--- config.mk ---
export PLATFORM = sky130hd
export DESIGN_NAME = rv_core
export DESIGN_NICKNAME = d
export VERILOG_FILES = /design/src/rv_pkg.sv /design/src/rv_alu.sv /design/src/rv_bus_port.sv /design/src/rv_control.sv /design/src/rv_core.sv /design/src/rv_datapath.sv /design/src/rv_decode.sv /design/src/rv_regfile.sv
export SDC_FILE = /design/constraint.sdc
export NUM_CORES = 2
export LEC_CHECK = 0
export BUFFER_PORTS_ARGS = -buffer_cell sky130_fd_sc_hd__buf_2
export CORE_MARGIN = 5
export CORE_UTILIZATION = 30
export CTS_BUF_LIST = sky130_fd_sc_hd__clkbuf_8 sky130_fd_sc_hd__clkbuf_16
export DETAILED_ROUTE_END_ITERATION = 6
export PLACE_DENSITY = 0.51
export SYNTH_ARGS = -nofsm -noshare
export SYNTH_HDL_FRONTEND = slang
export SYNTH_SLANG_ARGS = --single-unit
--- constraint.sdc ---
create_clock -name clk -period 4.9 [get_ports clk]
set_clock_uncertainty 0.1 [all_clocks]
set_input_delay 0.49 -clock clk [delete_from_list [all_inputs] [get_ports clk]]
set_output_delay 0.49 -clock clk [all_outputs]
set_load 0.01 [all_outputs]
--- src/rv_pkg.sv ---
////////////////////////////////////////////////////////////
// shared widths, enums and structs of the multicycle core
////////////////////////////////////////////////////////////
package rv_pkg;

	localparam int xlen = 32;

	typedef logic [xlen-1:0] word_t;
	typedef logic [4:0] reg_addr_t;

	// major opcodes as found in ir[6:0]
	typedef enum logic [6:0] {
		op_lui    = 7'b0110111,
		op_auipc  = 7'b0010111,
		op_jal    = 7'b1101111,
		op_jalr   = 7'b1100111,
		op_branch = 7'b1100011,
		op_load   = 7'b0000011,
		op_store  = 7'b0100011,
		op_imm    = 7'b0010011,
		op_reg    = 7'b0110011,
		op_fence  = 7'b0001111,
		op_bad    = 7'b0000000
	} opcode_e;

	typedef enum logic [3:0] {
		alu_add, alu_sub, alu_sll, alu_slt, alu_sltu,
		alu_xor, alu_srl, alu_sra, alu_or, alu_and
	} alu_op_e;

	typedef enum logic [2:0] {
		ph_fetch, ph_decode, ph_execute, ph_memory, ph_writeback
	} phase_e;

	typedef enum logic [1:0] {pc_plus4, pc_branch, pc_jump, pc_jump_clr} pc_src_e;
	typedef enum logic {a_rs1, a_pc} a_src_e;
	typedef enum logic {b_rs2, b_imm} b_src_e;
	typedef enum logic [1:0] {wb_alu, wb_imm, wb_link, wb_load} wb_src_e;

	typedef struct packed {
		opcode_e    opcode;
		logic [2:0] funct3;
		reg_addr_t  rs1;
		reg_addr_t  rs2;
		reg_addr_t  rd;
		word_t      imm;
		alu_op_e    alu_op;
	} decoded_t;

	typedef struct packed {
		logic    pc_write;
		pc_src_e pc_src;
		logic    ir_write;
		logic    addr_is_data;
		a_src_e  a_src;
		b_src_e  b_src;
		alu_op_e alu_op;
		logic    reg_write;
		wb_src_e wb_src;
		logic    mem_rd;
		logic    mem_we;
	} ctrl_t;

	typedef struct packed {
		word_t addr;
		word_t wdata;
		logic  rd;
		logic  we;
	} mem_req_t;

endpackage

--- src/rv_alu.sv ---
////////////////////////////////////////////////////////////
// RV32I integer ALU, purely combinational
////////////////////////////////////////////////////////////
`timescale 1ns/100ps

module rv_alu (
	input  rv_pkg::alu_op_e op,
	input  rv_pkg::word_t   x,
	input  rv_pkg::word_t   y,
	output rv_pkg::word_t   res
);

	logic [4:0] shamt;
	logic       lt_s;
	logic       lt_u;

	assign shamt = y[4:0];
	assign lt_s = $signed(x) < $signed(y);
	assign lt_u = x < y;

	always_comb begin
		case (op)
			rv_pkg::alu_add:  res = x + y;
			rv_pkg::alu_sub:  res = x - y;
			rv_pkg::alu_sll:  res = x << shamt;
			rv_pkg::alu_slt:  res = {31'b0, lt_s};
			rv_pkg::alu_sltu: res = {31'b0, lt_u};
			rv_pkg::alu_xor:  res = x ^ y;
			rv_pkg::alu_srl:  res = x >> shamt;
			// arithmetic shift keeps the sign bit
			rv_pkg::alu_sra:  res = $signed(x) >>> shamt;
			rv_pkg::alu_or:   res = x | y;
			rv_pkg::alu_and:  res = x & y;
			default:          res = x + y;
		endcase
	end

endmodule

--- src/rv_bus_port.sv ---
////////////////////////////////////////////////////////////
// bus side of the core: aligned address, byte swap, read word
////////////////////////////////////////////////////////////
`timescale 1ns/100ps

module rv_bus_port (
	input  logic             clk,
	input  logic             rst,
	input  rv_pkg::mem_req_t req,
	input  rv_pkg::word_t    spo,
	input  logic             ready,
	output rv_pkg::word_t    a,
	output rv_pkg::word_t    d,
	output logic             rd,
	output logic             we,
	output rv_pkg::word_t    mdr
);

	// bus words carry byte 0 in the top lane
	function automatic rv_pkg::word_t swap(input rv_pkg::word_t w);
		return {w[7:0], w[15:8], w[23:16], w[31:24]};
	endfunction

	assign a = {req.addr[31:2], 2'b00};
	assign d = swap(req.wdata);

	// bus stays quiet while the core is held in reset
	assign rd = req.rd && !rst;
	assign we = req.we && !rst;

	// read word kept for decode or load alignment
	always_ff @(posedge clk) begin
		if (ready && req.rd) begin
			mdr <= swap(spo);
		end
	end

endmodule

--- src/rv_control.sv ---
////////////////////////////////////////////////////////////
// phase sequencer, drives the datapath control struct
////////////////////////////////////////////////////////////
`timescale 1ns/100ps

module rv_control (
	input  logic             clk,
	input  logic             rst,
	input  rv_pkg::decoded_t dec,
	input  logic             ready,
	input  logic             br_taken,
	output rv_pkg::ctrl_t    ctrl
);

	rv_pkg::phase_e phase;
	rv_pkg::phase_e phase_n;
	logic           is_load;
	logic           is_store;
	logic           take;

	assign is_load = dec.opcode == rv_pkg::op_load;
	assign is_store = dec.opcode == rv_pkg::op_store;

	// beq, bge and bgeu are taken on a zero compare result
	assign take = (dec.funct3[2] ? dec.funct3[0] : !dec.funct3[0]) ^ br_taken;

	always_ff @(posedge clk) begin
		if (rst) begin
			phase <= rv_pkg::ph_fetch;
		end else begin
			phase <= phase_n;
		end
	end

	always_comb begin
		phase_n = phase;
		case (phase)
			rv_pkg::ph_fetch: if (ready) phase_n = rv_pkg::ph_decode;
			rv_pkg::ph_decode: begin
				case (dec.opcode)
					rv_pkg::op_lui, rv_pkg::op_auipc, rv_pkg::op_jal:
						phase_n = rv_pkg::ph_writeback;
					// fence and anything unknown retire as no-ops
					rv_pkg::op_fence, rv_pkg::op_bad: phase_n = rv_pkg::ph_fetch;
					default: phase_n = rv_pkg::ph_execute;
				endcase
			end
			rv_pkg::ph_execute:
				phase_n = (is_load || is_store) ? rv_pkg::ph_memory : rv_pkg::ph_writeback;
			rv_pkg::ph_memory:
				if (ready) phase_n = is_load ? rv_pkg::ph_writeback : rv_pkg::ph_fetch;
			default: phase_n = rv_pkg::ph_fetch;
		endcase
	end

	always_comb begin
		ctrl = '0;
		// later phases keep the execute operands so the result register holds
		ctrl.a_src = rv_pkg::a_rs1;
		ctrl.b_src = (dec.opcode == rv_pkg::op_reg || dec.opcode == rv_pkg::op_branch)
			? rv_pkg::b_rs2 : rv_pkg::b_imm;
		ctrl.alu_op = dec.alu_op;
		case (phase)
			rv_pkg::ph_fetch: begin
				ctrl.mem_rd = 1'b1;
				ctrl.ir_write = 1'b1;
			end
			rv_pkg::ph_decode: begin
				// pc-relative target while pc still points at this instruction
				ctrl.pc_write = 1'b1;
				ctrl.a_src = rv_pkg::a_pc;
				ctrl.b_src = rv_pkg::b_imm;
				ctrl.alu_op = rv_pkg::alu_add;
			end
			rv_pkg::ph_memory: begin
				ctrl.addr_is_data = 1'b1;
				ctrl.mem_rd = is_load;
				ctrl.mem_we = is_store;
			end
			rv_pkg::ph_writeback: begin
				case (dec.opcode)
					rv_pkg::op_lui: ctrl.wb_src = rv_pkg::wb_imm;
					rv_pkg::op_load: ctrl.wb_src = rv_pkg::wb_load;
					rv_pkg::op_jal, rv_pkg::op_jalr: ctrl.wb_src = rv_pkg::wb_link;
					default: ctrl.wb_src = rv_pkg::wb_alu;
				endcase
				ctrl.reg_write = dec.opcode != rv_pkg::op_branch;
				if (dec.opcode == rv_pkg::op_jal) begin
					ctrl.pc_write = 1'b1;
					ctrl.pc_src = rv_pkg::pc_jump;
				end else if (dec.opcode == rv_pkg::op_jalr) begin
					ctrl.pc_write = 1'b1;
					ctrl.pc_src = rv_pkg::pc_jump_clr;
				end else if (dec.opcode == rv_pkg::op_branch) begin
					ctrl.pc_write = take;
					ctrl.pc_src = rv_pkg::pc_branch;
				end
			end
			default: ;
		endcase
	end

endmodule

--- src/rv_core.sv ---
////////////////////////////////////////////////////////////
// multicycle RV32I core top, one shared memory port
// start_addr gives the pc after reset
////////////////////////////////////////////////////////////
`timescale 1ns/100ps

module rv_core #(
	parameter rv_pkg::word_t start_addr = 32'h0000_0000
) (
	input  logic          clk,
	input  logic          rst,
	input  rv_pkg::word_t spo,
	input  logic          ready,
	output rv_pkg::word_t a,
	output rv_pkg::word_t d,
	output logic          rd,
	output logic          we
);

	rv_pkg::mem_req_t req;
	rv_pkg::word_t    mdr;
	rv_pkg::word_t    ir;
	rv_pkg::decoded_t dec;
	rv_pkg::ctrl_t    ctrl;
	logic             br_taken;

	rv_bus_port u_bus_port (
		.clk(clk), .rst(rst), .req(req), .spo(spo), .ready(ready),
		.a(a), .d(d), .rd(rd), .we(we), .mdr(mdr)
	);

	rv_decode u_decode (.ir(ir), .dec(dec));

	rv_control u_control (
		.clk(clk), .rst(rst), .dec(dec), .ready(ready),
		.br_taken(br_taken), .ctrl(ctrl)
	);

	rv_datapath #(.start_addr(start_addr)) u_datapath (
		.clk(clk), .rst(rst), .ctrl(ctrl), .dec(dec), .mdr(mdr),
		.ir(ir), .br_taken(br_taken), .req(req)
	);

endmodule

--- src/rv_datapath.sv ---
////////////////////////////////////////////////////////////
// pc, ir and operand registers, muxes, load alignment
////////////////////////////////////////////////////////////
`timescale 1ns/100ps

module rv_datapath #(
	parameter rv_pkg::word_t start_addr = 32'h0000_0000
) (
	input  logic             clk,
	input  logic             rst,
	input  rv_pkg::ctrl_t    ctrl,
	input  rv_pkg::decoded_t dec,
	input  rv_pkg::word_t    mdr,
	output rv_pkg::word_t    ir,
	output logic             br_taken,
	output rv_pkg::mem_req_t req
);

	rv_pkg::word_t pc;
	rv_pkg::word_t pc_n;
	rv_pkg::word_t ir_q;
	logic          ir_pend;
	rv_pkg::word_t a_q;
	rv_pkg::word_t b_q;
	rv_pkg::word_t alu_q;
	rv_pkg::word_t alu_q2;
	rv_pkg::word_t rs1_val;
	rv_pkg::word_t rs2_val;
	rv_pkg::word_t alu_x;
	rv_pkg::word_t alu_y;
	rv_pkg::word_t alu_res;
	rv_pkg::word_t wb_data;
	rv_pkg::word_t load_data;
	logic [7:0]    ld_byte;
	logic [15:0]   ld_half;

	rv_regfile u_regfile (
		.clk(clk), .ra0(dec.rs1), .ra1(dec.rs2), .wa(dec.rd),
		.we(ctrl.reg_write), .wd(wb_data), .rd0(rs1_val), .rd1(rs2_val)
	);

	rv_alu u_alu (.op(ctrl.alu_op), .x(alu_x), .y(alu_y), .res(alu_res));

	// fetched word sits in mdr during decode, then moves into ir_q
	assign ir = ir_pend ? mdr : ir_q;

	always_ff @(posedge clk) begin
		if (rst) begin
			pc <= start_addr;
			ir_pend <= 1'b0;
		end else begin
			ir_pend <= ctrl.ir_write;
			if (ctrl.pc_write) pc <= pc_n;
		end
	end

	always_ff @(posedge clk) begin
		if (ir_pend) ir_q <= mdr;
		a_q <= rs1_val;
		b_q <= rs2_val;
		alu_q <= alu_res;
		// one step older result holds the branch target
		alu_q2 <= alu_q;
	end

	always_comb begin
		case (ctrl.pc_src)
			rv_pkg::pc_branch: pc_n = alu_q2;
			rv_pkg::pc_jump: pc_n = alu_q;
			rv_pkg::pc_jump_clr: pc_n = {alu_q[31:1], 1'b0};
			default: pc_n = pc + 32'd4;
		endcase
	end

	assign alu_x = (ctrl.a_src == rv_pkg::a_pc) ? pc : a_q;
	assign alu_y = (ctrl.b_src == rv_pkg::b_imm) ? dec.imm : b_q;
	assign br_taken = |alu_q;

	// byte lane picked by the low address bits
	assign ld_byte = mdr[8*alu_q[1:0] +: 8];
	assign ld_half = alu_q[1] ? mdr[31:16] : mdr[15:0];

	always_comb begin
		case (dec.funct3[1:0])
			2'b00: load_data = {{24{ld_byte[7] & !dec.funct3[2]}}, ld_byte};
			2'b01: load_data = {{16{ld_half[15] & !dec.funct3[2]}}, ld_half};
			default: load_data = mdr;
		endcase
	end

	always_comb begin
		case (ctrl.wb_src)
			rv_pkg::wb_imm: wb_data = dec.imm;
			rv_pkg::wb_link: wb_data = pc;
			rv_pkg::wb_load: wb_data = load_data;
			default: wb_data = alu_q;
		endcase
	end

	assign req.addr = ctrl.addr_is_data ? alu_q : pc;
	assign req.wdata = b_q;
	assign req.rd = ctrl.mem_rd;
	assign req.we = ctrl.mem_we;

endmodule

--- src/rv_decode.sv ---
////////////////////////////////////////////////////////////
// instruction decode: fields, immediate and ALU function
////////////////////////////////////////////////////////////
`timescale 1ns/100ps

module rv_decode (
	input  rv_pkg::word_t    ir,
	output rv_pkg::decoded_t dec
);

	rv_pkg::opcode_e opc;
	logic [2:0]      f3;

	assign f3 = ir[14:12];

	always_comb begin
		case (ir[6:0])
			rv_pkg::op_lui, rv_pkg::op_auipc, rv_pkg::op_jal, rv_pkg::op_jalr,
			rv_pkg::op_branch, rv_pkg::op_load, rv_pkg::op_store,
			rv_pkg::op_imm, rv_pkg::op_reg, rv_pkg::op_fence:
				opc = rv_pkg::opcode_e'(ir[6:0]);
			default: opc = rv_pkg::op_bad;
		endcase
	end

	assign dec.opcode = opc;
	assign dec.funct3 = f3;
	assign dec.rs1 = ir[19:15];
	assign dec.rs2 = ir[24:20];
	assign dec.rd = ir[11:7];

	// immediate format follows the opcode
	always_comb begin
		case (opc)
			rv_pkg::op_lui, rv_pkg::op_auipc: dec.imm = {ir[31:12], 12'b0};
			rv_pkg::op_jal:
				dec.imm = {{12{ir[31]}}, ir[19:12], ir[20], ir[30:21], 1'b0};
			rv_pkg::op_branch:
				dec.imm = {{20{ir[31]}}, ir[7], ir[30:25], ir[11:8], 1'b0};
			rv_pkg::op_store: dec.imm = {{21{ir[31]}}, ir[30:25], ir[11:7]};
			rv_pkg::op_jalr, rv_pkg::op_load, rv_pkg::op_imm:
				dec.imm = {{21{ir[31]}}, ir[30:20]};
			default: dec.imm = '0;
		endcase
	end

	always_comb begin
		dec.alu_op = rv_pkg::alu_add;
		if (opc == rv_pkg::op_reg || opc == rv_pkg::op_imm) begin
			case (f3)
				// sub only exists in the register form
				3'b000: dec.alu_op = (opc == rv_pkg::op_reg && ir[30]) ? rv_pkg::alu_sub
					: rv_pkg::alu_add;
				3'b001: dec.alu_op = rv_pkg::alu_sll;
				3'b010: dec.alu_op = rv_pkg::alu_slt;
				3'b011: dec.alu_op = rv_pkg::alu_sltu;
				3'b100: dec.alu_op = rv_pkg::alu_xor;
				3'b101: dec.alu_op = ir[30] ? rv_pkg::alu_sra : rv_pkg::alu_srl;
				3'b110: dec.alu_op = rv_pkg::alu_or;
				default: dec.alu_op = rv_pkg::alu_and;
			endcase
		end else if (opc == rv_pkg::op_branch) begin
			// eq/ne compare by subtraction, the rest by set-less-than
			if (f3[2]) begin
				dec.alu_op = f3[1] ? rv_pkg::alu_sltu : rv_pkg::alu_slt;
			end else begin
				dec.alu_op = rv_pkg::alu_sub;
			end
		end
	end

endmodule

--- src/rv_regfile.sv ---
////////////////////////////////////////////////////////////
// integer register file, two reads and one write
////////////////////////////////////////////////////////////
`timescale 1ns/100ps

module rv_regfile (
	input  logic              clk,
	input  rv_pkg::reg_addr_t ra0,
	input  rv_pkg::reg_addr_t ra1,
	input  rv_pkg::reg_addr_t wa,
	input  logic              we,
	input  rv_pkg::word_t     wd,
	output rv_pkg::word_t     rd0,
	output rv_pkg::word_t     rd1
);

	rv_pkg::word_t regs [32];

	// x0 is never stored
	always_ff @(posedge clk) begin
		if (we && wa != 5'd0) begin
			regs[wa] <= wd;
		end
	end

	assign rd0 = (ra0 == 5'd0) ? '0 : regs[ra0];
	assign rd1 = (ra1 == 5'd0) ? '0 : regs[ra1];

endmodule

==> results_dict.tcl <==
set metrics [dict create \
    worstSetupPathType "flop to flop" \
    initial_core_util_pct 30.2 \
    start_kind "flop" \
    critPathRequiredTime_ps 5490 \
    ant_nets 0 \
    max_freq_mhz 193 \
    syn_area_per_cell_um2 9.85 \
    yosysSeqAreaShare_pct 52.4 \
    syn_area_um2 68000 \
    dp_hpwl_mm 208 \
    clockRootBuffer "clkbuf_16" \
    reg2reg_to "u_datapath.alu_q[31]$_DFF_P_" \
    path_clk_slew_ps 70 \
    drt_iter0_drc 7758 \
    syn_to_final_growth_pct 23.3 \
    period_needed_ps 5180 \
    power.internal_w 0.0240 \
    die-area_um2 236000 \
    post-synth-top-count-cell "nand2_1" \
    vias 62200 \
    yosysWarnings 0 \
    async_flop_share_pct 0 \
    drive_above_1_share_pct 20.8 \
    min_path_cells 2 \
    hold_path_class "input port to flop" \
    r2r_cells 23 \
    ios 101 \
    rrSetupSlack_ps -280 \
    arrival_ps 5780 \
    drt_first_pass_iters 7 \
    ys_top_cells_by_area "edfxtp_1 47%, nand2_1 9.9%, dfxtp_1 5.8%" \
    wirelength_mm 322 \
    nets 7662 \
    stdcell_count 10600 \
    synth_top_area_share_pct 46.6 \
    combPwrFrac_pct 34.2 \
    min_from "spo[12]" \
    track_usage_pct 26.2 \
    p_seq_share_pct 37.3 \
    port_buffers 98 \
    r2r-start "u_bus_port.mdr[2]$_DFFE_PP_" \
    powerDensity_nw_per_um2 458 \
    worstMarginPinSlew_ps 1100 \
    grt_pass1_vias 59100 \
    p_clk_share_pct 28.5 \
    synth-seq-cells 1252 \
    ys_types 106 \
    viasPerCell 5.85 \
    synth_edf_count 1056 \
    setup_viol 7 \
    drv_slew 0 \
    dieWidth_um 486 \
    antenna_found_initial 22 \
    totalPowerFinal_w 0.0384 \
    grt-ovfl-total 0 \
    clock_latency_ps 830 \
    drc_errors 2 \
    setup_slack_ps -283 \
    netlist_top_cells_count "1,796 x nand2_1, 1,056 x edfxtp_1, 692 x nand3_1" \
    cts_tree "done" \
    post-place-ws_ps -662 \
    placed_cells 10300 \
    holdPathEnd "u_bus_port.mdr[20]$_DFFE_PP_" \
    end_kind "flop" \
    synth_area_leader_cell "edfxtp_1" \
    netSwitchingPower_w 0.0144 \
    core-area_um2 225000 \
    wl_per_cell_um 30.3 \
    maxCapViolations 0 \
    hold_viol 0 \
    ir_drop_mv 0.262 \
    violations "design-rule violations, negative setup slack" \
    cts_sinks 1252 \
    status "finished, violations left" \
    critPathMaxFanout 9 \
    grt_pass1_wl_mm 449 \
    clock_tree.buffer_depth 3 \
    period_share_pct 106 \
    htreeDepth 4 \
    die_y_um 486 \
    rsz0062_at_grt "yes" \
    syn-instance-count 6911 \
    numCtsBuffers 144 \
    swShare_pct 37.6 \
    place_congestion 0.996 \
    power_leakage_nw 31.6 \
    grt_max_degree 130 \
    num_rows 174 \
    relSlewSlack_pct 26.4 \
    synth_flop_cell "edfxtp_1" \
]
==> critical path: stages (launching register included) <==
cell and delay (ps):
edfxtp_1 400, or3b_4 420, buf_6 150, a221oi_4 330, buf_12 160, nand2_2 40
buf_4 180, buf_4 150, nor2_1 90, nor2_1 70, buf_4 130, ha_1 330
buf_6 150, a21o_1 190, a21oi_2 190, o21ai_2 90, a21o_1 170, o21ai_1 130
inv_1 50, a41o_1 250, a221o_1 370, a221o_1 330, or4_1 390, a22oi_1 200
==> sequential cells by signal, summed over array words and instances (netlist names) <==
register                   cells
u_control.phase                3
u_datapath.a_q                32
u_bus_port.mdr                32
u_datapath.alu_q              32
u_datapath.ir_pend             1
u_datapath.pc                 32
u_datapath.u_regfile.regs   1024
u_datapath.ir_q               32
u_datapath.b_q                32
u_datapath.alu_q2             32
==> final cells by class <==
| cell class | count | area (um2) |
|---|---|---|
| fillers | 22200 | 141000 |
| flip-flops and latches | 1252 | 35600 |
| multi-input cells | 5012 | 31100 |
| repair buffers | 995 | 8150 |
| clock buffers | 155 | 3770 |
| well taps | 2992 | 3740 |
| clock inverters | 112 | 1000 |
| inverters | 122 | 494 |
| diodes | 4 | 10.0 |
==> layer usage <==
layer / routed length [um] / global-route usage [%]
met5: 92 / 0
met3: 30500 / 5.56
met2: 144000 / 40.9
met1: 127000 / 34.2
met4: 20300 / 13.8
==> what timing repair did <==
| action | in CTS | in global routing |
|---|---|---|
| hold buffers | 34 | 0 |
| pin swaps | 43 | 77 |
| gates cloned | 0 | 1 |
| endpoints found under the setup margin | 18 | 71 |
| resized for setup | 68 | 95 |
| hold endpoints to repair | 46 | 0 |
| buffers inserted | 12 | 18 |
==> cell usage in the layout (no fill, tap or decap), types with 35 or more instances in the layout <==
cell       count
nand3_1      692
edfxtp_1    1056
a22oi_1       99
nor3_1        60
o211ai_1     106
o21ai_0      155
dfxtp_1      195
mux2_2        49
mux2i_1      118
a211oi_1      94
and3_1       181
a31oi_1      115
nand2_1     1792
buf_4        781
mux4_2       128
a311oi_1     230
clkbuf_16    146
inv_1        135
nor2_1       271
buf_12        59
ha_1          89
buf_2         98
a21oi_1      236
nor2_4        35
==> per-stage QoR <==
step / instance area [um2] / hold WS [ps] / utilization (%) / TNS (ps)
global route: 83900 / 287 / 37.2 / -3440
global placement: 77900 / 353 / 34.6 / -5820
floorplan: 68300 / 273 / - / -31700
detailed placement: 77900 / 360 / 34.6 / -4810
CTS: 83400 / 254 / 37.0 / -829
finish: 83900 / 302 / 37.2 / -1130
==> kinds of logic after synthesis <==
family | count (synthesis) | synth area share [%]
compound gates | 1372 | 14.2
xor+xnor | 17 | 0.219
fa+ha+maj | 100 | 1.86
buf+inv | 680 | 4.04
flops | 1252 | 52.4
mux | 310 | 7.02
other cells | 1 | 0.00551
simple gates | 3179 | 20.2
==> power groups by stage <==
stage | Combinational [W] | Sequential (W) | Clock [W]
floorplan | 0.00618 | 0.0139 | 0
global placement | 0.0124 | 0.0145 | 0
detailed placement | 0.0124 | 0.0145 | 0
CTS | 0.0126 | 0.0143 | 0.0111
global route | 0.0138 | 0.0143 | 0.0116
finish | 0.0131 | 0.0143 | 0.0110
==> worst max path at each step <==
stage                                        from  depth (start not counted)  slack, ps                                         end
finish                u_bus_port.mdr[2]$_DFFE_PP_                         23       -280                u_datapath.alu_q[31]$_DFF_P_
global placement      u_bus_port.mdr[2]$_DFFE_PP_                         27       -750                 u_datapath.alu_q[0]$_DFF_P_
floorplan           u_datapath.ir_pend$_SDFF_PP0_                          6       -470  u_datapath.u_regfile.regs[25][0]$_DFFE_PP_
global route          u_bus_port.mdr[2]$_DFFE_PP_                         25       -500                u_datapath.alu_q[30]$_DFF_P_
CTS                   u_bus_port.mdr[3]$_DFFE_PP_                         19       -260                u_datapath.alu_q[31]$_DFF_P_
detailed placement    u_bus_port.mdr[2]$_DFFE_PP_                         27       -660                 u_datapath.alu_q[0]$_DFF_P_
Power figures use the tool's default switching activity.
